### src/common/cpu_settings.svh
// Memory depth, register count and hold counter width macros
`ifndef CPU_SETTINGS_SVH
`define CPU_SETTINGS_SVH

////////////////////////////////////////////////////////////
// Memory
////////////////////////////////////////////////////////////

// Unified program and data memory, one word per address
`define CPU_MEM_DEPTH 256

////////////////////////////////////////////////////////////
// Core
////////////////////////////////////////////////////////////

`define CPU_NUM_REGS 8  // r0 reads as zero

// Decode hold counter width, saturates at all ones
`define CPU_HOLD_BITS 4

`endif

### src/common/cpu_pkg.sv
// Shared word, address, register, sequence and hold types plus opcode and owner enums
`default_nettype none

`include "cpu_settings.svh"

package cpu_pkg;

    typedef logic [15:0] word_t;      // Data and instruction word
    typedef logic [7:0]  mem_addr_t;  // Memory address, matches CPU_MEM_DEPTH
    typedef logic [2:0]  reg_idx_t;   // Register index
    typedef logic [15:0] seq_id_t;    // Instruction sequence id

    // Decode hold cycles per instruction
    typedef logic [`CPU_HOLD_BITS-1:0] hold_cnt_t;

    // Instruction bits 15..12
    typedef enum logic [3:0] {
        OP_ADD  = 4'h0,  // rd = rd + rs
        OP_SUB  = 4'h1,  // rd = rd - rs
        OP_AND  = 4'h2,
        OP_XOR  = 4'h3,
        OP_ADDI = 4'h4,  // rd = rd + sext(imm)
        OP_LD   = 4'h5,  // rd = mem[rs + sext(imm)]
        OP_ST   = 4'h6,  // mem[rs + sext(imm)] = rd
        OP_NOP  = 4'h7,
        OP_HALT = 4'h8   // Stops fetch
    } opcode_e;

    // Owner of the single memory port in a given cycle
    typedef enum logic {
        FETCH_OWNER = 1'b0,
        DATA_OWNER  = 1'b1
    } mem_owner_e;

endpackage

`default_nettype wire

### src/hdl/memory_arbiter.sv
// Fixed-priority arbiter between fetch and the memory stage with read data routing
`timescale 1ns/1ps
`default_nettype none

module memory_arbiter (
    input  logic               clk,
    input  logic               rst_n,
    input  logic               fetch_req,
    input  cpu_pkg::mem_addr_t fetch_addr,
    input  logic               data_req,
    input  logic               data_we,
    input  cpu_pkg::mem_addr_t data_addr,
    input  cpu_pkg::word_t     data_wdata,
    output logic               fetch_grant,
    output cpu_pkg::word_t     rdata,
    output logic               mem_en,
    output logic               mem_we,
    output cpu_pkg::mem_addr_t mem_addr,
    output cpu_pkg::word_t     mem_wdata,
    input  cpu_pkg::word_t     mem_rdata
);
    import cpu_pkg::*;

    // A fetch slot with no read behind it decodes as NOP
    localparam word_t NOP_WORD = {OP_NOP, 12'h000};

    mem_owner_e owner;        // Owner this cycle
    mem_owner_e owner_q;      // Owner of the access that returns now
    logic       ret_valid_q;  // Last access was a read

    assign owner       = data_req ? DATA_OWNER : FETCH_OWNER;  // Memory stage always wins
    assign fetch_grant = fetch_req && !data_req;
    assign mem_en      = data_req || fetch_req;
    assign mem_we      = data_req && data_we;
    assign mem_addr    = (owner == DATA_OWNER) ? data_addr : fetch_addr;
    assign mem_wdata   = data_wdata;

    always_ff @(posedge clk) begin
        if (!rst_n) begin
            owner_q     <= FETCH_OWNER;
            ret_valid_q <= 1'b0;
        end else begin
            owner_q     <= owner;
            ret_valid_q <= mem_en && !mem_we;
        end
    end

    always_comb begin
        if (ret_valid_q) begin
            rdata = mem_rdata;                  // Fetch word or load data
        end else if (owner_q == FETCH_OWNER) begin
            rdata = NOP_WORD;
        end else begin
            rdata = '0;                         // Store cycle
        end
    end

endmodule

`default_nettype wire

### config.mk
export PLATFORM = sky130hd
export DESIGN_NAME = memory_arbiter
export DESIGN_NICKNAME = d
export VERILOG_FILES = /design/src/common/cpu_pkg.sv /design/src/hdl/memory_arbiter.sv
export VERILOG_INCLUDE_DIRS = /design/src /design/src/common
export SDC_FILE = /design/constraint.sdc
export NUM_CORES = 1
export LEC_CHECK = 0
export BUFFER_PORTS_ARGS = -buffer_cell sky130_fd_sc_hd__buf_2
export CORE_UTILIZATION = 23
export CTS_BUF_LIST = sky130_fd_sc_hd__clkbuf_16
export DETAILED_ROUTE_END_ITERATION = 10
export PLACE_DENSITY = 0.89
export SYNTH_ARGS = -nofsm -noshare
export SYNTH_HDL_FRONTEND = slang
export SYNTH_SLANG_ARGS = --single-unit
export TNS_END_PERCENT = 10
### constraint.sdc
create_clock -name clk -period 1 [get_ports clk]
set_input_delay 0.15 -clock clk [delete_from_list [all_inputs] [get_ports clk]]
set_output_delay 0.15 -clock clk [all_outputs]
set_load 0.05 [all_outputs]
==> qor.json <==
{
  "number_of_buffers_inserted_during_clock_tree_synthesis": 3,
  "hold_start": "rst_n",
  "yosysMostFrequentCell": "buf_4",
  "synthesis.yosys.warnings": 0,
  "timing_hold_violations_final": 0,
  "average_vias_per_placed_instance": 4.22,
  "synth_edf_count": 0,
  "dieHeight_um": 46.0,
  "area_growth_pct": 117,
  "fin_tns_setup_ns": -2.38,
  "io-pin-count": 96,
  "post_synth_instance_area_um2": 445,
  "die_width_um": 46.0,
  "crit_slowest_cell": "dfxtp_4",
  "critical_path.cell_chain": "buf_16, o21ai_2, buf_6",
  "number_of_flip_flops_and_latches_in_the_synthesized_netlist": 2,
  "max-cap-violations": 0,
  "grt_antenna_before_repair": 0,
  "synth_nets": 105,
  "cts_hold_buf": 0,
  "max_fo_critical_path": 9,
  "final_antenna_net_count": 0,
  "peakVddDrop_mv": 1.14,
  "synth.cells.most_frequent": "17 x buf_4, 13 x and2_1, 8 x mux2_4, 3 x nand2_1, 3 x o21ai_0",
  "hold_depth": 2,
  "rsz_0062_raised_after_global_routing": "yes",
  "number_of_diodes": 0,
  "layout.core_utilization": 0.549,
  "crit_arrival_ns": 1.02,
  "power_leakage_uw": 0.000525,
  "grt_start_max_net_pins": 13,
  "yosysTopAreaCellShare": 0.287,
  "detailroute.via_count": 536,
  "tritoncts_clock_tree": "built",
  "timing.final.ws_setup_ns": -0.169,
  "synthTopCellsByArea": "buf_4 29%, mux2_4 27%, and2_1 18%",
  "finalCriticalPeriod_ns": 1.17,
  "synth_sequential_area_ratio": 0.0899,
  "design.final.nets": 157,
  "grt_remaining_overflow": 0,
  "min_delay_worst_endpoint": "owner_q$_SDFF_PN0_",
  "cp-end-kind": "output pin",
  "timing.final.max_slew_violations": 0,
  "crit_path_class": "flop to output pin",
  "cts-root-to-sink-buffers": 2,
  "global_routing_usage_summed_across_all_routing_layers": 0.152,
  "postCtsSetupBuffers": 0,
  "htreeDepth": 1,
  "yosys.cell_types.count": 11,
  "holdCritPathClass": "input pin to flop",
  "drt_iter0_drc": 2,
  "drt_first_pass_iters": 4,
  "numClockSinks": 2,
  "gpl.final_weighted_congestion": 0.727,
  "synth_area_per_cell_um2": 8.57,
  "buffer_ports.inserted": 63,
  "tightest_slew_ns": 0.261,
  "drt_wl_total_um": 1640,
  "preCtsSetupSlack_ns": -0.117,
  "number_of_drc_violations_after_detailed_routing": 0,
  "synth_top_area_cell": "buf_4",
  "clk_root_buffer_cell": "clkbuf_16",
  "route.detailed.wl_per_inst_um": 12.9,
  "synthesis.instances": 52,
  "vias_in_the_first_global_route": 535,
  "die-area_um2": 2120,
  "worst_path_largest_cell_delay_ns": 0.35,
  "clk_transition_reported_paths_ns": 0.03,
  "result_of_the_run": "finished, violations left",
  "power-per-cell-area_nw_per_um2": 1360,
  "cp-start-kind": "flop",
  "maxClockFrequency_mhz": 856,
  "floorplan.rows": 15,
  "floorplan.core_area_um2": 1760,
  "finalCritPeriodShare": 1.17,
  "initial_utilization": 0.252,
  "setup_viol": 16,
  "synth_top_flop_cell": "dfxtp_1",
  "max-slew-margin-rel": 0.827,
  "post_route_cells_drive_above_1_share": 0.922,
  "ys_async_sr_fraction": 0,
  "grt_first_pass_wirelength_um": 2170,
  "critical_path_required_ns": 0.85,
  "failed_checks": "negative setup slack"
}
worst max-delay path, delay by kind of cell (launching register included):
| family | cells | cell delay, ns |
|---|---|---|
| AO/OA/AOI/OAI | 1 | 0.13 |
| flip-flops | 1 | 0.35 |
| buffers and inverters | 2 | 0.31 |
placed cells by master, fill, tap and decap left out:
cell type,Yosys,final
and3b_1,1,1
clkbuf_16,0,3
dfxtp_1,2,1
or2_1,1,1
mux2_4,8,8
and2_4,0,11
and2b_2,1,1
buf_6,1,6
buf_4,17,1
o21ai_2,0,3
buf_12,0,1
buf_2,0,45
and2_1,13,2
buf_16,0,1
buf_8,0,11
dfxtp_4,0,1
and2_2,2,2
nand2_1,3,3
registers in the layout (all words and copies together) (netlist names):
| register | cells |
|---|---|
| owner_q | 1 |
| ret_valid_q | 1 |
metrics by stage:
step / cells / cell area (um2) / hold slack, ns / total power, uW
final: 127 / 968 / 0.175 / 1320
after floorplan: 52 / 462 / 0.292 / 627
after global routing: 127 / 968 / 0.179 / 1360
after global placement: 123 / 689 / 0.300 / 592
after detailed placement: 123 / 689 / 0.300 / 599
after CTS: 127 / 931 / 0.174 / 1300
final cells by class:
cell class / instances / area [um2]
sequential: 2 / 43.8
clock buffer: 3 / 75.1
multi-input combinational: 32 / 305
timing repair buffer: 65 / 513
tap: 25 / 31.3
fill: 171 / 796
report_power, final:
| part | leakage, uW | internal, uW | switching [uW] |
|---|---|---|---|
| sequential | 0.0000172 | 85.1 | 8.90 |
| clock | 0.0000370 | 509 | 91.7 |
| combinational | 0.000471 | 268 | 354 |
routing by layer:
metal,global-route usage,wire [um]
met1,0.100,447
met2,0.332,994
met3,0.0595,175
met4,0.0706,21
met5,0,0
timing repair:
| item | 4_1_cts | 5_1_grt |
|---|---|---|
| setup endpoints to repair | 26 | 16 |
| cloned | 1 | 0 |
| gates resized for setup | 48 | 12 |
worst max-delay path by stage:
stage | start | end | slack, ns | cells past startpoint
after floorplan | ret_valid_q$_SDFF_PN0_ | rdata[12] | -0.1 | 2
after global placement | data_req | mem_addr[6] | -0.09 | 3
after detailed placement | data_req | mem_addr[6] | -0.12 | 3
after CTS | ret_valid_q$_SDFF_PN0_ | rdata[12] | -0.16 | 3
after global routing | ret_valid_q$_SDFF_PN0_ | rdata[12] | -0.19 | 4
final | ret_valid_q$_SDFF_PN0_ | rdata[14] | -0.17 | 3
cell families (layout without fill, tap and decap cells):
group	after synthesis	after routing	synth area share
AO/OA/AOI/OAI	3	3	0.0337
buffers and inverters	18	68	0.312
flip-flops	2	2	0.0899
multiplexers	8	8	0.270
AND/OR/NAND/NOR	21	21	0.295
No activity file was read; power rests on OpenSTA's default activity.
