### config.mk
export PLATFORM = sky130hd
export DESIGN_NAME = retire_tracker
export DESIGN_NICKNAME = d
export VERILOG_FILES = /design/src/common/cpu_pkg.sv /design/src/hdl/retire_tracker.sv
export VERILOG_INCLUDE_DIRS = /design/src /design/src/common
export SDC_FILE = /design/constraint.sdc
export NUM_CORES = 1
export LEC_CHECK = 0
export BUFFER_PORTS_ARGS = -buffer_cell sky130_fd_sc_hd__buf_2
export CAP_MARGIN = 20
export CORE_MARGIN = 3
export CORE_UTILIZATION = 25
export DETAILED_ROUTE_END_ITERATION = 12
export GPL_TIMING_DRIVEN = 0
export PLACE_DENSITY_LB_ADDON = 0.2
export SLEW_MARGIN = 10
export SYNTH_ARGS = -nofsm -noshare
export SYNTH_HDL_FRONTEND = slang
export SYNTH_SLANG_ARGS = --single-unit
### constraint.sdc
create_clock -name clk -period 2.9 [get_ports clk]
set_input_delay 0.145 -clock clk [delete_from_list [all_inputs] [get_ports clk]]
set_output_delay 0.145 -clock clk [all_outputs]
set_load 0.005 [all_outputs]
### src/common/cpu_settings.svh
// Memory depth, register count and hold counter width macros
`ifndef CPU_SETTINGS_SVH
`define CPU_SETTINGS_SVH

////////////////////////////////////////////////////////////
// Memory
////////////////////////////////////////////////////////////

// Unified program and data memory, one word per address
`define CPU_MEM_DEPTH 256

////////////////////////////////////////////////////////////
// Core
////////////////////////////////////////////////////////////

`define CPU_NUM_REGS 8  // r0 reads as zero

// Decode hold counter width, saturates at all ones
`define CPU_HOLD_BITS 4

`endif

### src/common/cpu_pkg.sv
// Shared word, address, register, sequence and hold types plus opcode and owner enums
`default_nettype none

`include "cpu_settings.svh"

package cpu_pkg;

    typedef logic [15:0] word_t;      // Data and instruction word
    typedef logic [7:0]  mem_addr_t;  // Memory address, matches CPU_MEM_DEPTH
    typedef logic [2:0]  reg_idx_t;   // Register index
    typedef logic [15:0] seq_id_t;    // Instruction sequence id

    // Decode hold cycles per instruction
    typedef logic [`CPU_HOLD_BITS-1:0] hold_cnt_t;

    // Instruction bits 15..12
    typedef enum logic [3:0] {
        OP_ADD  = 4'h0,  // rd = rd + rs
        OP_SUB  = 4'h1,  // rd = rd - rs
        OP_AND  = 4'h2,
        OP_XOR  = 4'h3,
        OP_ADDI = 4'h4,  // rd = rd + sext(imm)
        OP_LD   = 4'h5,  // rd = mem[rs + sext(imm)]
        OP_ST   = 4'h6,  // mem[rs + sext(imm)] = rd
        OP_NOP  = 4'h7,
        OP_HALT = 4'h8   // Stops fetch
    } opcode_e;

    // Owner of the single memory port in a given cycle
    typedef enum logic {
        FETCH_OWNER = 1'b0,
        DATA_OWNER  = 1'b1
    } mem_owner_e;

endpackage

`default_nettype wire

### src/hdl/retire_tracker.sv
// Sequence ids and decode hold counts carried in a shadow pipeline up to retire
`timescale 1ns/1ps
`default_nettype none

module retire_tracker (
    input  logic               clk,
    input  logic               rst_n,
    input  logic               fetch_fire,
    input  logic               decode_hold,
    input  logic               retire_valid,
    output cpu_pkg::seq_id_t   retire_id,
    output cpu_pkg::hold_cnt_t retire_holds
);
    import cpu_pkg::*;

    localparam hold_cnt_t HOLD_MAX = '1;  // Saturation point

    seq_id_t   next_id;    // Id of the next fetched instruction
    seq_id_t   dec_id;
    seq_id_t   ex_id;
    seq_id_t   mem_id;
    seq_id_t   wb_id;
    hold_cnt_t dec_holds;
    hold_cnt_t ex_holds;
    hold_cnt_t mem_holds;
    hold_cnt_t wb_holds;

    always_ff @(posedge clk) begin
        if (!rst_n) begin
            next_id <= '0;
        end else if (fetch_fire) begin
            next_id <= next_id + 1'b1;
        end
    end

    ////////////////////////////////////////////////////////////
    // Shadow stages, same stall rule as the core
    ////////////////////////////////////////////////////////////

    always_ff @(posedge clk) begin
        if (decode_hold) begin
            // Decode entry stays and counts, execute gets a bubble
            if (dec_holds != HOLD_MAX) begin
                dec_holds <= dec_holds + 1'b1;
            end
            ex_id    <= '0;
            ex_holds <= '0;
        end else begin
            dec_id    <= next_id;   // Entry from this cycle's fetch
            dec_holds <= '0;
            ex_id     <= dec_id;
            ex_holds  <= dec_holds;
        end
        mem_id    <= ex_id;
        mem_holds <= ex_holds;
        wb_id     <= mem_id;
        wb_holds  <= mem_holds;
    end

    // Zero between retirements
    assign retire_id    = retire_valid ? wb_id : '0;
    assign retire_holds = retire_valid ? wb_holds : '0;

endmodule

`default_nettype wire

==> run_results.csv <==
group,metric,value,unit
outcome,outcome,"finished clean",
clock_network,post_cts_buffers,0,
place,gp_congestion,0.767,
floorplan,core-area,11000,µm²
timing,final_max_slew_viol_count,0,
clock_network,cts_root_buffer,"clkbuf_16",
detailed_routing,vias,1486,
global_routing,grt_use_met1,7.31,%
finish,syn2layout_area_growth,20.7,%
global_routing,grt_usage,6.52,%
critical_path,cp_top_family,"simple AND/OR/NAND/NOR gates",
power_and_ir_drop,leakagePower,1.39,nW
job,maxCapViolCount,0,
critical_path,critical_path_required,3160,ps
global_routing,antenna_found_initial,0,
synth,async_flop_share,0,%
floorplan,start_util,25.9,%
synth,synth_common_cells,"80 x dfxtp_1, 20 x and2_1, 19 x nor2b_1",
critical_path,crit_path_end_kind,"flip-flop",
floorplan,dieHeight,113,µm
clock_network,postCtsResizedCells,0,
detailed_routing,postRouteAntennaNets,0,
finish,fill_cells,1104,
global_routing,globalRouteMet2Util,10.3,%
floorplan,fp.dieW,113,µm
finish,diodes,0,
synth,yosysSeqAreaShare,73.2,%
timing,maxSlewHeadroom,54.5,%
place,port-buffer-count,22,
critical_path,worstSetupPathType,"flip-flop to flip-flop",
clock_network,tritoncts,"built",
timing,period_minus_slack,1730,ps
floorplan,fp.dieArea,12700,µm²
place,pre_cts_ws,1170,ps
floorplan,ios,25,
timing,setup_viol,0,
synth,syn_area,2840,µm²
detailed_routing,wl,3690,µm
timing,fmax,579,MHz
power_and_ir_drop,ir_drop,374,µV
critical_path,critPathLaunchType,"flip-flop",
synth,ys.flop_type,"dfxtp_1",
clock_network,clock_path_buffers,2,
synth,yosysMostFrequentCell,"dfxtp_1",
global_routing,grt_pass1_wl,6500,µm
detailed_routing,drtIter0Drc,46,
critical_path,slowest_delay,540,ps
timing,fin_ws,1170,ps
place,hpwl,2580,µm
floorplan,num_rows,38,
global_routing,grt_max_degree,20,
hold_path,worstHoldPathType,"input pin to flip-flop",
clock_network,cts.sinks,96,
synth,syn_nets,227,
timing,final_hold_viol_count,0,
global_routing,grt-ovfl-total,0,
finish,drive_gt1_share,17.1,%
timing,worst_pin_slew,682,ps
critical_path,crit_slowest_cell,"or4_4",
clock_network,htreeDepth,3,
timing,min_period_over_period,59.6,%
global_routing,grt-busiest-layer,"met2",
clock_network,clkLatencyLatePin,320,ps
timing,tns,0,ps
finish,nNetsFinal,260,
synth,yosys.area.top_type,"dfxtp_1",
detailed_routing,vias_per_cell,3.73,
synth,ys_seq_elements,96,
global_routing,met3_usage,2.21,%
detailed_routing,dr.pass1.iters,4,
timing,rsz0062_at_grt,"false",
power_and_ir_drop,p_per_area,764,nW/µm²
finish,multi_input_area,716,µm²
clock_network,cts_inserted_buffers,9,
critical_path,worst_ep_arrival_time,1990,ps
detailed_routing,post-route-drc-count,0,
synth,syn_inst,220,
synth,synth.distinct_cells,28,
synth,yosysTopAreaCellShare,56.3,%
global_routing,first_global_vias,1444,
synth,synth_area_leaders,"dfxtp_1 56%, edfxtp_1 17%, and2_1 4.4%",
clock_network,cts_hold_buf,0,
critical_path,path_cells,"ha_1 > inv_1 > or4_4 > nor4_2 > o21bai_1",
critical_path,crit_buf_inv,1,
synth,yosysWarnings,0,
synth,synth_edf_count,16,
synth,avgSynthCellArea,12.9,µm²
critical_path,crit_path_max_fanout,6,
detailed_routing,wire_per_inst,9.28,µm
timing,worst_clock_skew,5.41,ps
finish,register_area,2080,µm²
clock_network,clk_pin_slew,60,ps
power by group:
group	switching, mW	internal (mW)	leakage (nW)
registers	0.0142	1.40	0.824
logic	0.0318	0.0245	0.412
clock network	0.459	0.694	0.154
total	0.505	2.12	1.39
cell families (layout without fill, tap and decap cells):
group | Yosys count | count (layout) | share of synthesized area [%]
buf+inv | 11 | 49 | 1.58
mux | 5 | 5 | 1.76
simple gates | 89 | 89 | 17.9
xor+xnor | 11 | 11 | 3.39
flops | 96 | 96 | 73.2
compound gates | 6 | 6 | 1.28
fa+ha+maj | 2 | 2 | 0.880
sequential cells by signal, indices dropped and copies added, names as in the netlist:
name       flops
wb_holds       4
mem_holds      4
wb_id         16
dec_id        16
ex_id         16
ex_holds       4
dec_holds      4
next_id       16
mem_id        16
per-stage QoR:
| stage | power (mW) | std cells | hold slack, ps | util (%) | area, µm² |
|---|---|---|---|---|---|
| floorplan | 1.48 | 220 | 217 | - | 2840 |
| global placement | 1.50 | 382 | 311 | 28.5 | 3130 |
| detailed placement | 1.50 | 382 | 312 | 28.5 | 3130 |
| CTS | 2.67 | 398 | 22.1 | 31.2 | 3430 |
| global route | 2.74 | 398 | 37.2 | 31.2 | 3430 |
| finish | 2.62 | 398 | 28.4 | 31.2 | 3430 |
cell usage in the layout (no fill, tap or decap), types with 2 or more instances in the layout:
cell        n
and2_1     20
inv_6       2
nor2_1     16
nor2b_1    19
clkinv_2    2
inv_1       5
nor3_1      3
nand2_1    10
buf_2      22
clkbuf_16   9
nand2b_1    3
mux2i_1     5
o21ai_0     2
edfxtp_1   16
xnor2_1     5
ha_1        2
nand3_1     6
and3_1      2
nand4_1     4
dfxtp_1    80
nor4_2      2
clkbuf_1    5
xor2_1      6
cell type report:
| type | instances | area share [%] |
|---|---|---|
| plain buffers | 6 | 0.766 |
| clock buffers | 10 | 6.97 |
| clock inverters | 6 | 1.86 |
| inverters | 5 | 0.547 |
| multi-input cells | 113 | 20.9 |
| flip-flops and latches | 96 | 60.7 |
| well taps | 140 | 5.11 |
| repair buffers | 22 | 3.21 |
final timing paths:
kind                     from     endpoint  slack (ps)  cells past startpoint
hold reg to reg     ex_id[12]   mem_id[12]         320                      0
hold / removal    decode_hold    ex_id[15]          30                      2
setup / recovery   next_id[0]  next_id[14]        1170                      5
setup reg to reg   next_id[0]  next_id[14]        1170                      5
metal layers:
layer  vias to the layer above  wire [µm]
met2                        34       1730
met1                       653       1640
met5                         -          0
li1                        790          -
met4                         0        129
met3                         9        187
(Power assumes the default switching activity.)
