File: src/common/cpu_settings.svh
// Memory depth, register count and hold counter width macros
`ifndef CPU_SETTINGS_SVH
`define CPU_SETTINGS_SVH

////////////////////////////////////////////////////////////
// Memory
////////////////////////////////////////////////////////////

// Unified program and data memory, one word per address
`define CPU_MEM_DEPTH 256

////////////////////////////////////////////////////////////
// Core
////////////////////////////////////////////////////////////

`define CPU_NUM_REGS 8  // r0 reads as zero

// Decode hold counter width, saturates at all ones
`define CPU_HOLD_BITS 4

`endif

File: src/common/cpu_pkg.sv
// Shared word, address, register, sequence and hold types plus opcode and owner enums
`default_nettype none

`include "cpu_settings.svh"

package cpu_pkg;

    typedef logic [15:0] word_t;      // Data and instruction word
    typedef logic [7:0]  mem_addr_t;  // Memory address, matches CPU_MEM_DEPTH
    typedef logic [2:0]  reg_idx_t;   // Register index
    typedef logic [15:0] seq_id_t;    // Instruction sequence id

    // Decode hold cycles per instruction
    typedef logic [`CPU_HOLD_BITS-1:0] hold_cnt_t;

    // Instruction bits 15..12
    typedef enum logic [3:0] {
        OP_ADD  = 4'h0,  // rd = rd + rs
        OP_SUB  = 4'h1,  // rd = rd - rs
        OP_AND  = 4'h2,
        OP_XOR  = 4'h3,
        OP_ADDI = 4'h4,  // rd = rd + sext(imm)
        OP_LD   = 4'h5,  // rd = mem[rs + sext(imm)]
        OP_ST   = 4'h6,  // mem[rs + sext(imm)] = rd
        OP_NOP  = 4'h7,
        OP_HALT = 4'h8   // Stops fetch
    } opcode_e;

    // Owner of the single memory port in a given cycle
    typedef enum logic {
        FETCH_OWNER = 1'b0,
        DATA_OWNER  = 1'b1
    } mem_owner_e;

endpackage

`default_nettype wire

File: src/pipeline/register_file.sv
// Eight-entry register file with r0 at zero, two read ports and a write-first write port
`timescale 1ns/1ps
`default_nettype none

`include "cpu_settings.svh"

module register_file (
    input  logic              clk,
    input  logic              rst_n,
    input  cpu_pkg::reg_idx_t rs_a,
    input  cpu_pkg::reg_idx_t rs_b,
    input  logic              we,
    input  cpu_pkg::reg_idx_t wd_idx,
    input  cpu_pkg::word_t    wd,
    output cpu_pkg::word_t    rd_a,
    output cpu_pkg::word_t    rd_b
);
    import cpu_pkg::*;

    word_t regs [`CPU_NUM_REGS];

    always_ff @(posedge clk) begin
        if (!rst_n) begin
            for (int i = 0; i < `CPU_NUM_REGS; i++) begin
                regs[i] <= '0;
            end
        end else if (we && (wd_idx != '0)) begin
            regs[wd_idx] <= wd;
        end
    end

    // Same-cycle write is bypassed to the readers
    assign rd_a = (rs_a == '0) ? '0 : (we && (wd_idx == rs_a)) ? wd : regs[rs_a];
    assign rd_b = (rs_b == '0) ? '0 : (we && (wd_idx == rs_b)) ? wd : regs[rs_b];

endmodule

`default_nettype wire

File: src/pipeline/pipeline_core.sv
// Five-stage core with pc, stage registers, decode, ALU, interlock, HALT stop and retire outputs
`timescale 1ns/1ps
`default_nettype none

module pipeline_core (
    input  logic               clk,
    input  logic               rst_n,
    input  logic               run,           // Level, fetch starts one cycle after it rises
    input  logic               fetch_grant,   // Combinational grant from the arbiter
    input  cpu_pkg::word_t     rdata,         // Fetch or load data, one cycle after the grant
    output logic               fetch_req,
    output cpu_pkg::mem_addr_t fetch_addr,
    output logic               data_req,
    output logic               data_we,
    output cpu_pkg::mem_addr_t data_addr,
    output cpu_pkg::word_t     data_wdata,
    output logic               fetch_fire,
    output logic               decode_hold,
    output logic               retire_valid,
    output cpu_pkg::mem_addr_t retire_pc,
    output logic               retire_we,
    output cpu_pkg::reg_idx_t  retire_rd,
    output cpu_pkg::word_t     retire_value,
    output logic               halted
);
    import cpu_pkg::*;

    // Opcode classes used by the interlock and write-back
    function automatic logic writes_reg(opcode_e op);
        return op inside {OP_ADD, OP_SUB, OP_AND, OP_XOR, OP_ADDI, OP_LD};
    endfunction

    function automatic logic reads_rs(opcode_e op);
        return op inside {OP_ADD, OP_SUB, OP_AND, OP_XOR, OP_LD, OP_ST};
    endfunction

    function automatic logic reads_rd(opcode_e op);
        return op inside {OP_ADD, OP_SUB, OP_AND, OP_XOR, OP_ADDI, OP_ST};
    endfunction

    logic      run_q;
    logic      halt_seen;      // HALT has left decode
    mem_addr_t pc;

    // Fetch/decode register
    logic      dec_valid;
    logic      dec_from_mem;   // Instruction is on rdata this cycle
    word_t     dec_instr_q;    // Copy kept while decode holds
    mem_addr_t dec_pc;
    word_t     dec_instr;
    opcode_e   dec_op;
    reg_idx_t  dec_rd;
    reg_idx_t  dec_rs;
    word_t     dec_imm;
    word_t     dec_a;          // Register rd value
    word_t     dec_b;          // Register rs value
    logic      dec_halt;
    logic      rs_hit;
    logic      rd_hit;

    // Decode/execute register
    logic      ex_valid;
    opcode_e   ex_op;
    reg_idx_t  ex_rd;
    mem_addr_t ex_pc;
    word_t     ex_a;
    word_t     ex_b;
    word_t     ex_imm;
    word_t     ex_result;
    logic      ex_wr;

    // Execute/memory register
    logic      mem_valid;
    opcode_e   mem_op;
    reg_idx_t  mem_rd;
    mem_addr_t mem_pc;
    logic      mem_we_q;
    word_t     mem_result;     // ALU result or LD/ST address
    word_t     mem_sdata;      // Store data
    logic      mem_wr;

    // Memory/write-back register
    logic      wb_valid;
    opcode_e   wb_op;
    reg_idx_t  wb_rd;
    mem_addr_t wb_pc;
    logic      wb_we;
    word_t     wb_result;
    word_t     wb_value;
    logic      wb_write;

    ////////////////////////////////////////////////////////////
    // Fetch and decode
    ////////////////////////////////////////////////////////////

    assign dec_instr = dec_from_mem ? rdata : dec_instr_q;
    assign dec_op    = opcode_e'(dec_instr[15:12]);
    assign dec_rd    = dec_instr[11:9];
    assign dec_rs    = dec_instr[8:6];
    assign dec_imm   = {{10{dec_instr[5]}}, dec_instr[5:0]};  // Sign extended
    assign dec_halt  = dec_valid && (dec_op == OP_HALT);

    // Interlock against writers in execute and memory, r0 never conflicts
    assign ex_wr  = ex_valid && writes_reg(ex_op) && (ex_rd != '0);
    assign mem_wr = mem_valid && mem_we_q && (mem_rd != '0);
    assign rs_hit = reads_rs(dec_op) &&
                    ((ex_wr && (ex_rd == dec_rs)) || (mem_wr && (mem_rd == dec_rs)));
    assign rd_hit = reads_rd(dec_op) &&
                    ((ex_wr && (ex_rd == dec_rd)) || (mem_wr && (mem_rd == dec_rd)));
    assign decode_hold = dec_valid && (rs_hit || rd_hit);

    // No fetch while decode is blocked or once HALT is seen
    assign fetch_req  = run_q && !halt_seen && !dec_halt && !decode_hold;
    assign fetch_addr = pc;
    assign fetch_fire = fetch_req && fetch_grant;

    register_file u_register_file (
        .clk    (clk),
        .rst_n  (rst_n),
        .rs_a   (dec_rd),
        .rs_b   (dec_rs),
        .we     (wb_write),
        .wd_idx (wb_rd),
        .wd     (wb_value),
        .rd_a   (dec_a),
        .rd_b   (dec_b)
    );

    ////////////////////////////////////////////////////////////
    // Execute and memory
    ////////////////////////////////////////////////////////////

    always_comb begin
        case (ex_op)
            OP_ADD:       ex_result = ex_a + ex_b;
            OP_SUB:       ex_result = ex_a - ex_b;
            OP_AND:       ex_result = ex_a & ex_b;
            OP_XOR:       ex_result = ex_a ^ ex_b;
            OP_ADDI:      ex_result = ex_a + ex_imm;
            OP_LD, OP_ST: ex_result = ex_b + ex_imm;  // Effective address
            default:      ex_result = '0;
        endcase
    end

    assign data_req   = mem_valid && ((mem_op == OP_LD) || (mem_op == OP_ST));
    assign data_we    = mem_valid && (mem_op == OP_ST);
    assign data_addr  = mem_result[7:0];  // Truncated to the memory range
    assign data_wdata = mem_sdata;

    // Load data arrives one cycle later, in write-back
    assign wb_value = (wb_op == OP_LD) ? rdata : wb_result;
    assign wb_write = wb_valid && wb_we;

    assign retire_valid = wb_valid;
    assign retire_pc    = wb_pc;
    assign retire_we    = wb_write;
    assign retire_rd    = wb_rd;
    assign retire_value = wb_value;

    // Control state
    always_ff @(posedge clk) begin
        if (!rst_n) begin
            run_q        <= 1'b0;
            halt_seen    <= 1'b0;
            pc           <= '0;
            dec_valid    <= 1'b0;
            dec_from_mem <= 1'b0;
            ex_valid     <= 1'b0;
            mem_valid    <= 1'b0;
            wb_valid     <= 1'b0;
            halted       <= 1'b0;
        end else begin
            run_q <= run;
            if (fetch_fire) begin
                pc <= pc + 1'b1;
            end
            if (dec_halt) begin
                halt_seen <= 1'b1;                  // HALT never holds in decode
            end
            dec_valid    <= decode_hold || fetch_fire;
            dec_from_mem <= fetch_fire;
            ex_valid     <= dec_valid && !decode_hold;  // Bubble on hold
            mem_valid    <= ex_valid;
            wb_valid     <= mem_valid;
            if (wb_valid && (wb_op == OP_HALT)) begin
                halted <= 1'b1;
            end
        end
    end

    // Stage payload, qualified by the valid bits
    always_ff @(posedge clk) begin
        dec_instr_q <= dec_instr;
        if (fetch_fire) begin
            dec_pc <= pc;
        end
        ex_op      <= dec_op;
        ex_rd      <= dec_rd;
        ex_pc      <= dec_pc;
        ex_a       <= dec_a;
        ex_b       <= dec_b;
        ex_imm     <= dec_imm;
        mem_op     <= ex_op;
        mem_rd     <= ex_rd;
        mem_pc     <= ex_pc;
        mem_we_q   <= writes_reg(ex_op);
        mem_result <= ex_result;
        mem_sdata  <= ex_a;
        wb_op      <= mem_op;
        wb_rd      <= mem_rd;
        wb_pc      <= mem_pc;
        wb_we      <= mem_we_q;
        wb_result  <= mem_result;
    end

endmodule

`default_nettype wire

File: config.mk
export PLATFORM = sky130hd
export DESIGN_NAME = pipeline_core
export DESIGN_NICKNAME = d
export VERILOG_FILES = /design/src/common/cpu_pkg.sv /design/src/pipeline/register_file.sv /design/src/pipeline/pipeline_core.sv
export VERILOG_INCLUDE_DIRS = /design/src /design/src/common
export SDC_FILE = /design/constraint.sdc
export NUM_CORES = 1
export LEC_CHECK = 0
export BUFFER_PORTS_ARGS = -buffer_cell sky130_fd_sc_hd__buf_4
export CORE_UTILIZATION = 55
export CTS_CLUSTER_DIAMETER = 60
export CTS_CLUSTER_SIZE = 10
export DETAILED_ROUTE_END_ITERATION = 12
export PLACE_DENSITY_LB_ADDON = 0.05
export SYNTH_ARGS = -nofsm -noshare
export SYNTH_HDL_FRONTEND = slang
export SYNTH_SLANG_ARGS = --single-unit
export TNS_END_PERCENT = 50
File: constraint.sdc
create_clock -name clk -period 4.25 [get_ports clk]
set_input_delay 0.6375 -clock clk [delete_from_list [all_inputs] [get_ports clk]]
set_output_delay 0.6375 -clock clk [all_outputs]
set_load 0.02 [all_outputs]
==> summary.txt, run 1 <==
Drt
  – Post-Route WL: 35.76 mm
  – WL/cell: 20.92 um
  – Via Count: 10,050
  – Vias per Instance: 5.879
  – # DRC: 0
  – Drt pass-1 iters: 6
  – DR iter-0 viols: ~920
  – Final ANT Viol Nets: 0

CTS
  – Worst-skew pair later-pin latency: 520 ps
  – Num Clock Sinks: 288
  – Post-CTS setup buffers: 0
  – Post-CTS sizing: 0
  – Clock transition at path regs: roughly 60 ps
  – Max clock buf depth: 3
  – CTS Buf Count: 34
  – Clock root cell: clkbuf_16
  – CTS tree: built
  – Hold-fix buffers, CTS: 0
  – H-tree depth: 2

Floorplan
  – Area of the core: between 20,000 and 25,000 um2
  – Total Die Area: 25,380 um2
  – Starting density of the core: 55.97%
  – Die width: 159.3 um
  – Site Rows: between 50 and 60
  – Die Span Y: 159.3 um
  – Boundary Pins: 87

Finish
  – Antenna cell count: 0
  – Fillers: 1,941
  – Area delta synth->final: 15.46%
  – Multi-input logic area: 6080 um2
  – Final Util: 64.62%
  – Sequential cell area: 7187 um2
  – Share of cells above drive strength 1: 16.03%
  – Nets: 1,448

STA
  – Setup Viol. Count Final: 0
  – Clock skew: around 18 ps
  – Max Slew Vio Count: 0
  – Final Cycle Share: 88.80%
  – Total negative slack: 0 ps
  – Final hold violation count: 0
  – Relative slew slack: 32.58%
  – Fmax: 265.0 MHz
  – Hold slack: 319.9 ps
  – Final min period: ~3800 ps
  – RSZ-0062 raised after global routing: false
  – Worst-margin pin slew: 983.2 ps

Global routing
  – First-pass GRT wire length: ~55 mm
  – GR Util All Layers: between 20% and 30%
  – Vias in the first global route: slightly below 10,000
  – Largest net degree at the start of global routing: 66
  – Antenna violations before repair: 0
  – Remaining Overflow, GRT: 0

Setup path
  – CP Data Required Time: about 4600 ps
  – Crit-path max cell delay: 540 ps
  – Worst Path Arrival: 4140 ps
  – Crit. End Element: register
  – CP most frequent cell: a21o_1
  – Crit Path Class: register to register
  – Crit path launch type: register
  – Critical path peak fanout: 10
  – Crit-path cells: nor4b_2 -> mux2_2 -> fa_1 -> a21o_1 -> a21o_1 -> a2111oi_0 -> a21oi_1 -> a31oi_1 -> xnor2_1 -> a222oi_1 -> o21ai_0
  – Critical-path top delay cell: dfxtp_1

Synthesis
  – Synth warn: 0
  – Count leader, synth: nand2_1
  – Top FF cell, synth: dfxtp_1
  – Post-synth EDFFs: between 100 and 150
  – Cell count after synthesis: 1,271
  – Synth cell types: 63
  – Top post-synthesis cells by count: nand2_1, nor2_1, dfxtp_1
  – Synth area leader: edfxtp_1
  – Mean Syn Cell Area: 10.71 um2
  – Synth area leaders: edfxtp_1, dfxtp_1, mux4_2
  – Top cell type's share of synthesized area: a little under a third
  – Yosys reg bits: 288
  – Ys async rst share: 0%
  – Post-synthesis sequential area ratio: 52.80%
  – Mapped Area: 13,610 um2

Pwr
  – Psw: roughly 0.0038 W
  – Total Power: 0.01026 W
  – Clock power frac: approximately a quarter
  – Combinational share of power: 39.0%
  – Power per cell area: 652.6 nW/um2
  – P_int: 0.006491 W
  – Sw Ratio: a little under two fifths
  – Worst IR Drop VDD: 0.3479 mV
  – Seq pwr share: roughly 36%
  – Leakage: 6.378 nW

Min path
  – Hold WC Path Type: register to register

Status
  – Status: completed

Job
  – Max-Cap Viols: 0

Place
  – Final Wtd Congestion: 0.9217
  – Post-DP HPWL: 24.58 mm
  – PortBufs: 86
==> state kept, by name, indices dropped and copies added, names as in the netlist, 3 cells and up <==
register,flops
mem_pc,8
dec_instr_q,6
retire_pc,8
wb_op,4
fetch_addr,8
ex_imm,5
ex_op,3
dec_pc,8
wb_result,16
ex_b,16
ex_a,16
mem_result,16
retire_rd,3
u_register_file.regs,128
mem_rd,3
data_wdata,16
mem_op,4
ex_pc,8
==> cells by family (layout without fill, tap and decap cells) <==
family	after synthesis	count (layout)	synth area share (%)
simple gates	470	470	14.93
fa+ha+maj	55	55	5.166
buf+inv	111	210	3.493
xor+xnor	64	64	4.118
compound gates	202	202	10.40
other cells	1	16	0.02755
mux	80	80	9.073
flops	288	288	52.80
==> worst max-delay path, delay by kind of cell (launching register included) <==
family          cells  cell delay (ps)
flops               1              540
simple gates        1              390
fa+ha+maj           1              410
xor+xnor            1              110
compound gates      7             1780
mux                 1              410
==> through the flow <==
stage | std cells | cell area (um2) | worst slack, ps
CTS | 1709 | 15720 | 497.2
finish | 1709 | 15720 | 476.1
detailed placement | 1661 | 14770 | 506.6
floorplan | 1286 | 13670 | 341.8
global placement | 1661 | 14770 | 667.4
global route | 1709 | 15720 | 125.0
==> power groups by stage <==
stage	registers [W]	clock network, W	logic [W]
final	0.00372	0.00253	0.00400
after global routing	0.00376	0.00269	0.00439
after CTS	0.00371	0.00258	0.00397
after detailed placement	0.00377	0	0.00395
after global placement	0.00376	0	0.00392
after floorplan	0.00368	0	0.00275
==> layout make-up <==
type	instances	area share (%)
clock buffers	46	5.836
clock inverters	2	0.2070
inverters	33	0.8041
multi-input cells	887	38.68
flip-flops and latches	288	45.73
well taps	324	2.579
repair buffers	129	6.162
==> layer usage <==
metal  vias to the layer above  global-route usage [%]  routed length, um
met5                         -                       0                  0
met4                         0                   9.878                904
met3                        71                   3.334               2535
met2                       386                   47.41              17060
met1                      4821                   39.52              15260
li1                       4769                       -                  -
==> worst paths after layout <==
| kind | start | endpoint | slack [ps] | cells past startpoint |
|---|---|---|---|---|
| hold reg to reg | mem_pc[2]$_DFF_P_ | retire_pc[2]$_DFF_P_ | 320 | 0 |
| hold / removal | mem_pc[2]$_DFF_P_ | retire_pc[2]$_DFF_P_ | 320 | 0 |
| setup reg to reg | ex_op[2]$_DFF_P_ | mem_result[12]$_SDFF_PN0_ | 480 | 11 |
| setup / recovery | ex_op[2]$_DFF_P_ | mem_result[12]$_SDFF_PN0_ | 480 | 11 |
==> cell usage in the layout, fill, tap and decap left out, types with 5 or more instances in the layout <==
cell / netlist / routed
inv_1: 30 / 29
mux2_2: 8 / 8
a31oi_1: 18 / 18
o21ai_0: 38 / 38
dfxtp_1: 146 / 146
and2_1: 8 / 8
or3_1: 5 / 5
a211oi_1: 37 / 37
a311oi_1: 16 / 16
and3_1: 18 / 18
mux4_2: 32 / 32
xor2_1: 27 / 27
nand3_1: 40 / 40
conb_1: 1 / 16
a21o_1: 19 / 19
a21oi_1: 27 / 27
clkbuf_16: 0 / 35
nand2b_1: 5 / 5
mux2i_1: 36 / 35
buf_4: 9 / 129
nor2_1: 173 / 173
a222oi_1: 13 / 13
clkbuf_1: 57 / 11
nand2_1: 177 / 177
nor4_1: 6 / 6
edfxtp_1: 142 / 142
xnor2_1: 37 / 37
ha_1: 53 / 53
nor3_1: 12 / 10
o21a_1: 5 / 5
o31ai_1: 5 / 5
No activity file was read; power rests on OpenSTA's default activity.
==> inputs of run 2 (changes only) <==
--- a/config.mk
+++ b/config.mk
@@ -8,11 +8,13 @@
 export LEC_CHECK = 0
 export BUFFER_PORTS_ARGS = -buffer_cell sky130_fd_sc_hd__buf_4
 export CORE_UTILIZATION = 55
+export CTS_BUF_LIST = sky130_fd_sc_hd__clkbuf_8 sky130_fd_sc_hd__clkbuf_16
 export CTS_CLUSTER_DIAMETER = 60
 export CTS_CLUSTER_SIZE = 10
 export DETAILED_ROUTE_END_ITERATION = 12
 export PLACE_DENSITY_LB_ADDON = 0.05
 export SYNTH_ARGS = -nofsm -noshare
 export SYNTH_HDL_FRONTEND = slang
+export SYNTH_HIERARCHICAL = 1
 export SYNTH_SLANG_ARGS = --single-unit
 export TNS_END_PERCENT = 50
==> run 2 against run 1 <==
Clock power is essentially flat. Non-clock buffer count shrank 16. Die area grew 2.6%. Wire length shrank 1.5%. Global-route usage shrank 1.3 points. Power shrank 1.7%. Setup slack gained 79 ps. Critical endpoint is now fetch_fire. Largest power group unchanged.
==> summary.txt, run 2 <==
Finish
  – Largest Register: u_register_file/regs
  – Antenna cell count: 0 (unchanged)
  – Non-filler cells, final: 1,599 (-6.4%)
  – Most frequent cells in the layout: dfxtp_1, edfxtp_1, and2_1, buf_4, mux2i_1
  – Share of cells above drive strength 1: 17.96% (+1.9 points)
  – Area delta synth->final: 13.69%
  – Post-route cell area: 15,880 um2 (+1.0%)
  – Most common cell after layout, fill and taps aside: dfxtp_1
  – Nets: 1,336 (-7.7%)
  – Max reg flops: 128 (unchanged)

CTS
  – Clock root cell: clkbuf_16
  – CTS Buf Count: 34 (unchanged)
  – Hold-fix buffers, CTS: 0 (unchanged)
  – Num Clock Sinks: 288 (unchanged)
  – H-tree depth: 2 (unchanged)
  – Clock transition at path regs: 50 ps (about the same)
  – CTS tree: built
  – Worst-skew pair later-pin latency: 510 ps (about the same)
  – Max clock buf depth: 3 (unchanged)
  – Post-CTS sizing: 0 (unchanged)
  – Post-CTS setup buffers: 0 (unchanged)

Synthesis
  – Post-synthesis sequential area ratio: 51.46% (-1.3 points)
  – Top post-synthesis cells by count: dfxtp_1, edfxtp_1, and2_1
  – Count leader, synth: dfxtp_1
  – Mean Syn Cell Area: 11.95 um2 (+12%)
  – Top FF cell, synth: dfxtp_1
  – Synth cell types: 72 (+14%)
  – Post-synth EDFFs: 142 (unchanged)
  – Ys async rst share: 0% (unchanged)
  – Synth warn: 6 (+6)
  – Yosys reg bits: 288 (unchanged)
  – Synth area leaders: edfxtp_1, dfxtp_1, and2_1
  – Synth area leader: edfxtp_1
  – Mapped Area: 13,970 um2 (+2.6%)
  – Cell count after synthesis: 1,169 (-8.0%)
  – Top cell type's share of synthesized area: 30.53% (-0.80 points)

STA
  – RSZ-0062 raised after global routing: false
  – Final Cycle Share: 86.94% (-1.9 points)
  – Relative slew slack: 20.80% (-12 points)
  – Total negative slack: 0 ps (unchanged)
  – Final hold violation count: 0 (unchanged)
  – Worst-margin pin slew: 1184 ps (+200.5 ps)
  – Fmax: 270.6 MHz (+2.1%)
  – Setup Viol. Count Final: 0 (unchanged)
  – Clock skew: 21.64 ps (+3.894 ps)
  – Hold slack: 323.5 ps (+3.632 ps)
  – Final min period: 3695 ps (-79.09 ps)
  – Max Slew Vio Count: 0 (unchanged)

Drt
  – WL/cell: 22.02 um (+5.2%)
  – Vias per Instance: 5.989 (+1.9%)
  – Post-Route WL: 35.21 mm (-1.5%)
  – # DRC: 0 (unchanged)
  – Drt pass-1 iters: 6 (unchanged)
  – Final ANT Viol Nets: 0 (unchanged)
  – Via Count: 9,577 (-4.7%)
  – DR iter-0 viols: 787 (-14%)

Global routing
  – First-pass GRT wire length: 53.79 mm (-2.9%)
  – Antenna violations before repair: 0 (unchanged)
  – Remaining Overflow, GRT: 0 (unchanged)
  – Vias in the first global route: 9,534 (-3.1%)
  – GR Util All Layers: 27.44% (-1.3 points)
  – Largest net degree at the start of global routing: 52 (-21%)

Floorplan
  – Die Span Y: 161.4 um (+1.3%)
  – Die width: 161.4 um (+1.3%)
  – Site Rows: 57 (unchanged)
  – Area of the core: 24,600 um2 (+1.2%)
  – Boundary Pins: 87 (unchanged)
  – Starting density of the core: 56.77% (+0.80 points)
  – Total Die Area: 26,040 um2 (+2.6%)

Place
  – PortBufs: 86 (unchanged)
  – Final Wtd Congestion: 0.8821 (-4.3%)
  – Post-DP Area: 14,920 um2 (+1.1%)
  – Post-DP HPWL: 24.44 mm (-0.55%)
  – Placed cells: 1,549 (-6.7%)

Min path
  – Hold WC Path Type: register to register

Setup path
  – Worst reg-to-reg setup slack: 620 ps (+140 ps)
  – Worst Path Arrival: 3060 ps (-1080 ps)
  – Crit. End Element: output port
  – Crit-path max cell delay: 550 ps (about the same)
  – Critical path peak fanout: 16 (+6)
  – Crit-path cells: buf_4 -> mux2_4 -> xor2_1 -> nand2_1 -> o2111ai_1 -> nand4_1 -> nor2_2 -> buf_4
  – Crit path launch type: register
  – CP most frequent cell: buf_4
  – Critical-path top delay cell: nand4_1
  – CP Data Required Time: 3610 ps (-1010 ps)
  – Crit Path Class: register to output port

Pwr
  – Power per cell area: 635.2 nW/um2 (-2.7%)
  – Worst IR Drop VDD: 0.4610 mV (+32%)
  – Total Power: 0.01009 W (-1.7%)
  – Leakage: 6.439 nW (+0.95%)

Status
  – Status: completed

Job
  – Max-Cap Viols: 0 (unchanged)
[run 2: cell count changes after synthesis, sizes merged, moves of 19 or more]
cell	delta
mux2	+19
and2	+115
clkbuf	-27
nor2	-117
o22ai	+31
nand2	-147
nor3	+31
nand3	-31
mux2i	+31
buf	+21
[run 2: critical path: cells and delay by family, from the launching register on]
kind / cells / cell delay, ps
flops: 1 / 500
compound gates: 1 / 130
simple gates: 3 / 920
xor+xnor: 1 / 160
buf+inv: 2 / 480
mux: 1 / 350
[run 2: kinds of logic after synthesis]
logic type / after synthesis / synth area share [%]
and+or+nand+nor: 328 / 13.17
AOI/OAI and AO/OA: 219 / 10.49
other: 1 / 0.02685
DFF: 288 / 51.46
buffers and inverters: 87 / 3.225
muxes: 132 / 12.85
adders and majority gates: 55 / 5.035
xor gates and xnor gates: 59 / 3.754
[run 2: path summary, 6_finish.rpt]
kind,depth (start not counted),to,from
setup / recovery,8,fetch_fire,dec_from_mem$_SDFF_PN0_
hold / removal,0,wb_result[11]$_DFF_P_,mem_result[11]$_SDFF_PN0_
setup reg to reg,14,mem_result[13]$_SDFF_PN0_,ex_b[2]$_DFF_P_
hold reg to reg,0,wb_result[11]$_DFF_P_,mem_result[11]$_SDFF_PN0_
[run 2: power breakdown]
| group | switching [W] | total, W | internal, W |
|---|---|---|---|
| clock network | 0.00106 | 0.00253 | 0.00147 |
| registers | 0.000380 | 0.00370 | 0.00332 |
| logic | 0.00225 | 0.00386 | 0.00160 |
| total | 0.00370 | 0.0101 | 0.00639 |
[run 2: metal layers]
layer | wire length [um] | global-route usage [%]
met5 | 0 | 0
met1 | 15090 | 37.00
met4 | 1005 | 9.906
met2 | 16640 | 45.42
met3 | 2471 | 3.749
[run 2: through the flow]
step / utilization [%] / setup slack [ps]
after floorplan: - / 513.6
after global placement: 60.65 / 655.9
after detailed placement: 60.65 / 631.7
after CTS: 64.54 / 544.7
after global routing: 64.54 / 39.99
final: 64.54 / 555.2
[run 2: layout make-up]
cell class	count	area, um2
fill	1927	8726
sequential	288	7187
multi-input combinational	809	6425
clock buffer	35	875.8
timing repair buffer	113	848.3
tap	324	405.4
clock inverter	15	81.33
inverter	15	56.30
==> inputs of run 3 (changes only) <==
==> constraint.sdc (replaced) <==
create_clock -name clk -period 4.45 [get_ports clk]
set_input_delay 0.6675 -clock clk [delete_from_list [all_inputs] [get_ports clk]]
set_output_delay 0.6675 -clock clk [all_outputs]
set_load 0.005 [all_outputs]
==> run 3 against run 2 <==
Power decreased by 7.0%. Register-to-register slack better by 120 ps. First-iteration DRC count fell by 11%. Wire length decreased by 0.42%. Final area fell by 0.24%. Flip-flop and latch count unchanged. Clock power down 7%. Count of clock-buffer cells in the layout unchanged. Sequential share of layout area increased by 0.11 points. Utilization down 0.16 points. Worst hold slack worse by 2.6 ps. Sequential power decreased by 5%. Critical endpoint is now mem_result[13]$_SDFF_PN0_. Highest routed layer unchanged.
==> summary.txt, run 3 (same netlist as run 2, synthesis figures left out) <==
Finish
  – Post-route cell area: 15,840 um2 (-0.24%)
  – Nets: 1,335 (-0.075%)
  – Most frequent cells in the layout: dfxtp_1, edfxtp_1, and2_1, buf_4, mux2i_1
  – Sequential cell area: 7187 um2 (unchanged)
  – Max reg flops: 128 (unchanged)
  – Multi-input logic area: 6425 um2 (unchanged)
  – Final Util: 64.38% (-0.16 points)
  – Share of cells above drive strength 1: 17.85% (-0.11 points)
  – Antenna cell count: 0 (unchanged)
  – Largest Register: u_register_file/regs
  – Area delta synth->final: 13.41%
  – Fillers: 1,954 (+1.4%)
  – Most common cell after layout, fill and taps aside: dfxtp_1

Place
  – Final Wtd Congestion: 0.8816 (about the same)
  – Post-DP HPWL: 24.46 mm (about the same)
  – Post-DP Area: 14,910 um2 (about the same)
  – PortBufs: 86 (unchanged)
  – DP Worst Slack: 785.0 ps (+153.3 ps)

Global routing
  – Largest net degree at the start of global routing: 52 (unchanged)
  – Vias in the first global route: 9,492 (-0.44%)
  – GR Util All Layers: 27.39% (-0.048 points)
  – First-pass GRT wire length: 53.83 mm (about the same)
  – Antenna violations before repair: 0 (unchanged)
  – Remaining Overflow, GRT: 0 (unchanged)

STA
  – Hold slack: 320.9 ps (-2.582 ps)
  – Final Cycle Share: 83.32%
  – Total negative slack: 0 ps (unchanged)
  – RSZ-0062 raised after global routing: false
  – Setup Viol. Count Final: 0 (unchanged)
  – Worst-margin pin slew: 1163 ps (-21.14 ps)
  – Final min period: roughly 3700 ps
  – Final hold violation count: 0 (unchanged)
  – Relative slew slack: 22.21% (+1.4 points)
  – Max Slew Vio Count: 0 (unchanged)
  – Clock skew: 9.180 ps (-12.46 ps)
  – Fmax: between 200 and 300 MHz
  – Worst Slack Setup Final: 742.1 ps (+186.9 ps)

Drt
  – WL/cell: 21.97 um (-0.23%)
  – Via Count: 9,561 (-0.17%)
  – Final ANT Viol Nets: 0 (unchanged)
  – Drt pass-1 iters: 7 (+1)
  – # DRC: 0 (unchanged)
  – Post-Route WL: 35.06 mm (-0.42%)
  – DR iter-0 viols: 700 (-11%)
  – Vias per Instance: 5.991 (about the same)

Floorplan
  – Area of the core: 24,600 um2 (unchanged)
  – Die Span Y: 161.4 um (unchanged)
  – Boundary Pins: 87 (unchanged)
  – Total Die Area: 26,040 um2 (unchanged)
  – Die width: 161.4 um (unchanged)
  – Starting density of the core: 56.77% (unchanged)
  – Site Rows: 57 (unchanged)

Pwr
  – Worst IR Drop VDD: 0.3091 mV (-33%)
  – Leakage: 6.415 nW (-0.37%)
  – Power per cell area: 592.3 nW/um2 (-6.8%)

Job
  – Max-Cap Viols: 0 (unchanged)

Setup path
  – R2R Path Start: ex_b[2]$_DFF_P_
  – CP Data Required Time: 4820 ps (+1210 ps)
  – Crit Path Class: register to register
  – Worst r2r path cells: 14 (unchanged)
  – Worst reg-to-reg setup slack: 740 ps (+120 ps)
  – Worst Path Arrival: 4080 ps (+1020 ps)
  – Crit path launch type: register
  – End of the worst register-to-register path: mem_result[13]$_SDFF_PN0_
  – Crit. End Element: register
  – Critical path peak fanout: 6 (-10)

CTS
  – H-tree depth: 2 (unchanged)
  – Hold-fix buffers, CTS: 0 (unchanged)
  – Clock root cell: clkbuf_16
  – CTS Buf Count: 34 (unchanged)
  – CTS tree: built
  – Num Clock Sinks: 288 (unchanged)
  – Post-CTS setup buffers: 0 (unchanged)
  – Post-CTS sizing: 0 (unchanged)
  – Worst-skew pair later-pin latency: 500 ps (about the same)
  – Clock transition at path regs: 50 ps (about the same)
  – Max clock buf depth: 3 (unchanged)

Min path
  – Hold WC Path Type: register to register
  – Hold Path Origin: mem_pc[3]$_DFF_P_
  – End of the worst hold path: retire_pc[3]$_DFF_P_
  – Hold-critical path depth: 0 (unchanged)

Status
  – Status: completed
[run 3: cell count changes in the layout (fill, tap and decap cells not counted)]
cell | previous run | this run
clkbuf_8 | 0 | 1
buf_4 | 113 | 112
clkbuf_16 | 35 | 34
inv_1 | 27 | 26
clkinv_8 | 2 | 1
[run 3: layer usage]
layer  share of wire (%)  vias up  track usage (%)
li1                    -     4532                -
met1                  44     4607            37.18
met2                  46      349            43.59
met3                 6.8       73            4.571
met4                 3.8        0            11.66
met5                   0        -                0
[run 3: worst max-delay path by stage]
stage                                 from                         to  slack, ps  cells after the start
after floorplan           ex_op[0]$_DFF_P_  mem_result[11]$_SDFF_PN0_        710                     13
after global placement     ex_b[2]$_DFF_P_  mem_result[13]$_SDFF_PN0_        860                     14
after detailed placement   ex_b[2]$_DFF_P_  mem_result[13]$_SDFF_PN0_        780                     14
after CTS                  ex_b[2]$_DFF_P_  mem_result[13]$_SDFF_PN0_        770                     14
after global routing       ex_b[2]$_DFF_P_  mem_result[13]$_SDFF_PN0_        340                     14
final                      ex_b[2]$_DFF_P_  mem_result[13]$_SDFF_PN0_        740                     14
[run 3: critical path: stages, from the launching register on]
cell and delay [ps]:
dfxtp_1 370, nor4_1 630, nand3_1 170, or2_2 350, nor4_1 230, xor2_1 170
o21ai_0 120, ha_1 370, a21oi_1 110, nand3_1 80, a31oi_1 40, a211oi_1 400
xor2_1 120, a222oi_1 310, o31ai_1 110
[run 3: area by class of cell]
class                   count  share of cell area (%)
multi-input cells         809                   40.56
repair buffers            112                   5.308
clock buffers              35                   5.458
well taps                 324                   2.559
flip-flops and latches    288                   45.37
clock inverters            13                  0.3870
inverters                  15                  0.3555
[run 3: report_power, final]
part / leakage [nW] / switching [W] / internal (W)
Clock: 0.497 / 0.000986 / 0.00138
Sequential: 2.64 / 0.000364 / 0.00317
Combinational: 3.27 / 0.00197 / 0.00152
Total: 6.41 / 0.00332 / 0.00606
[run 3: stage by stage]
stage | power (W) | instances
after floorplan | 0.005919 | 1184
after global placement | 0.007006 | 1548
after detailed placement | 0.007020 | 1548
after CTS | 0.009386 | 1596
after global routing | 0.009923 | 1596
final | 0.009382 | 1596
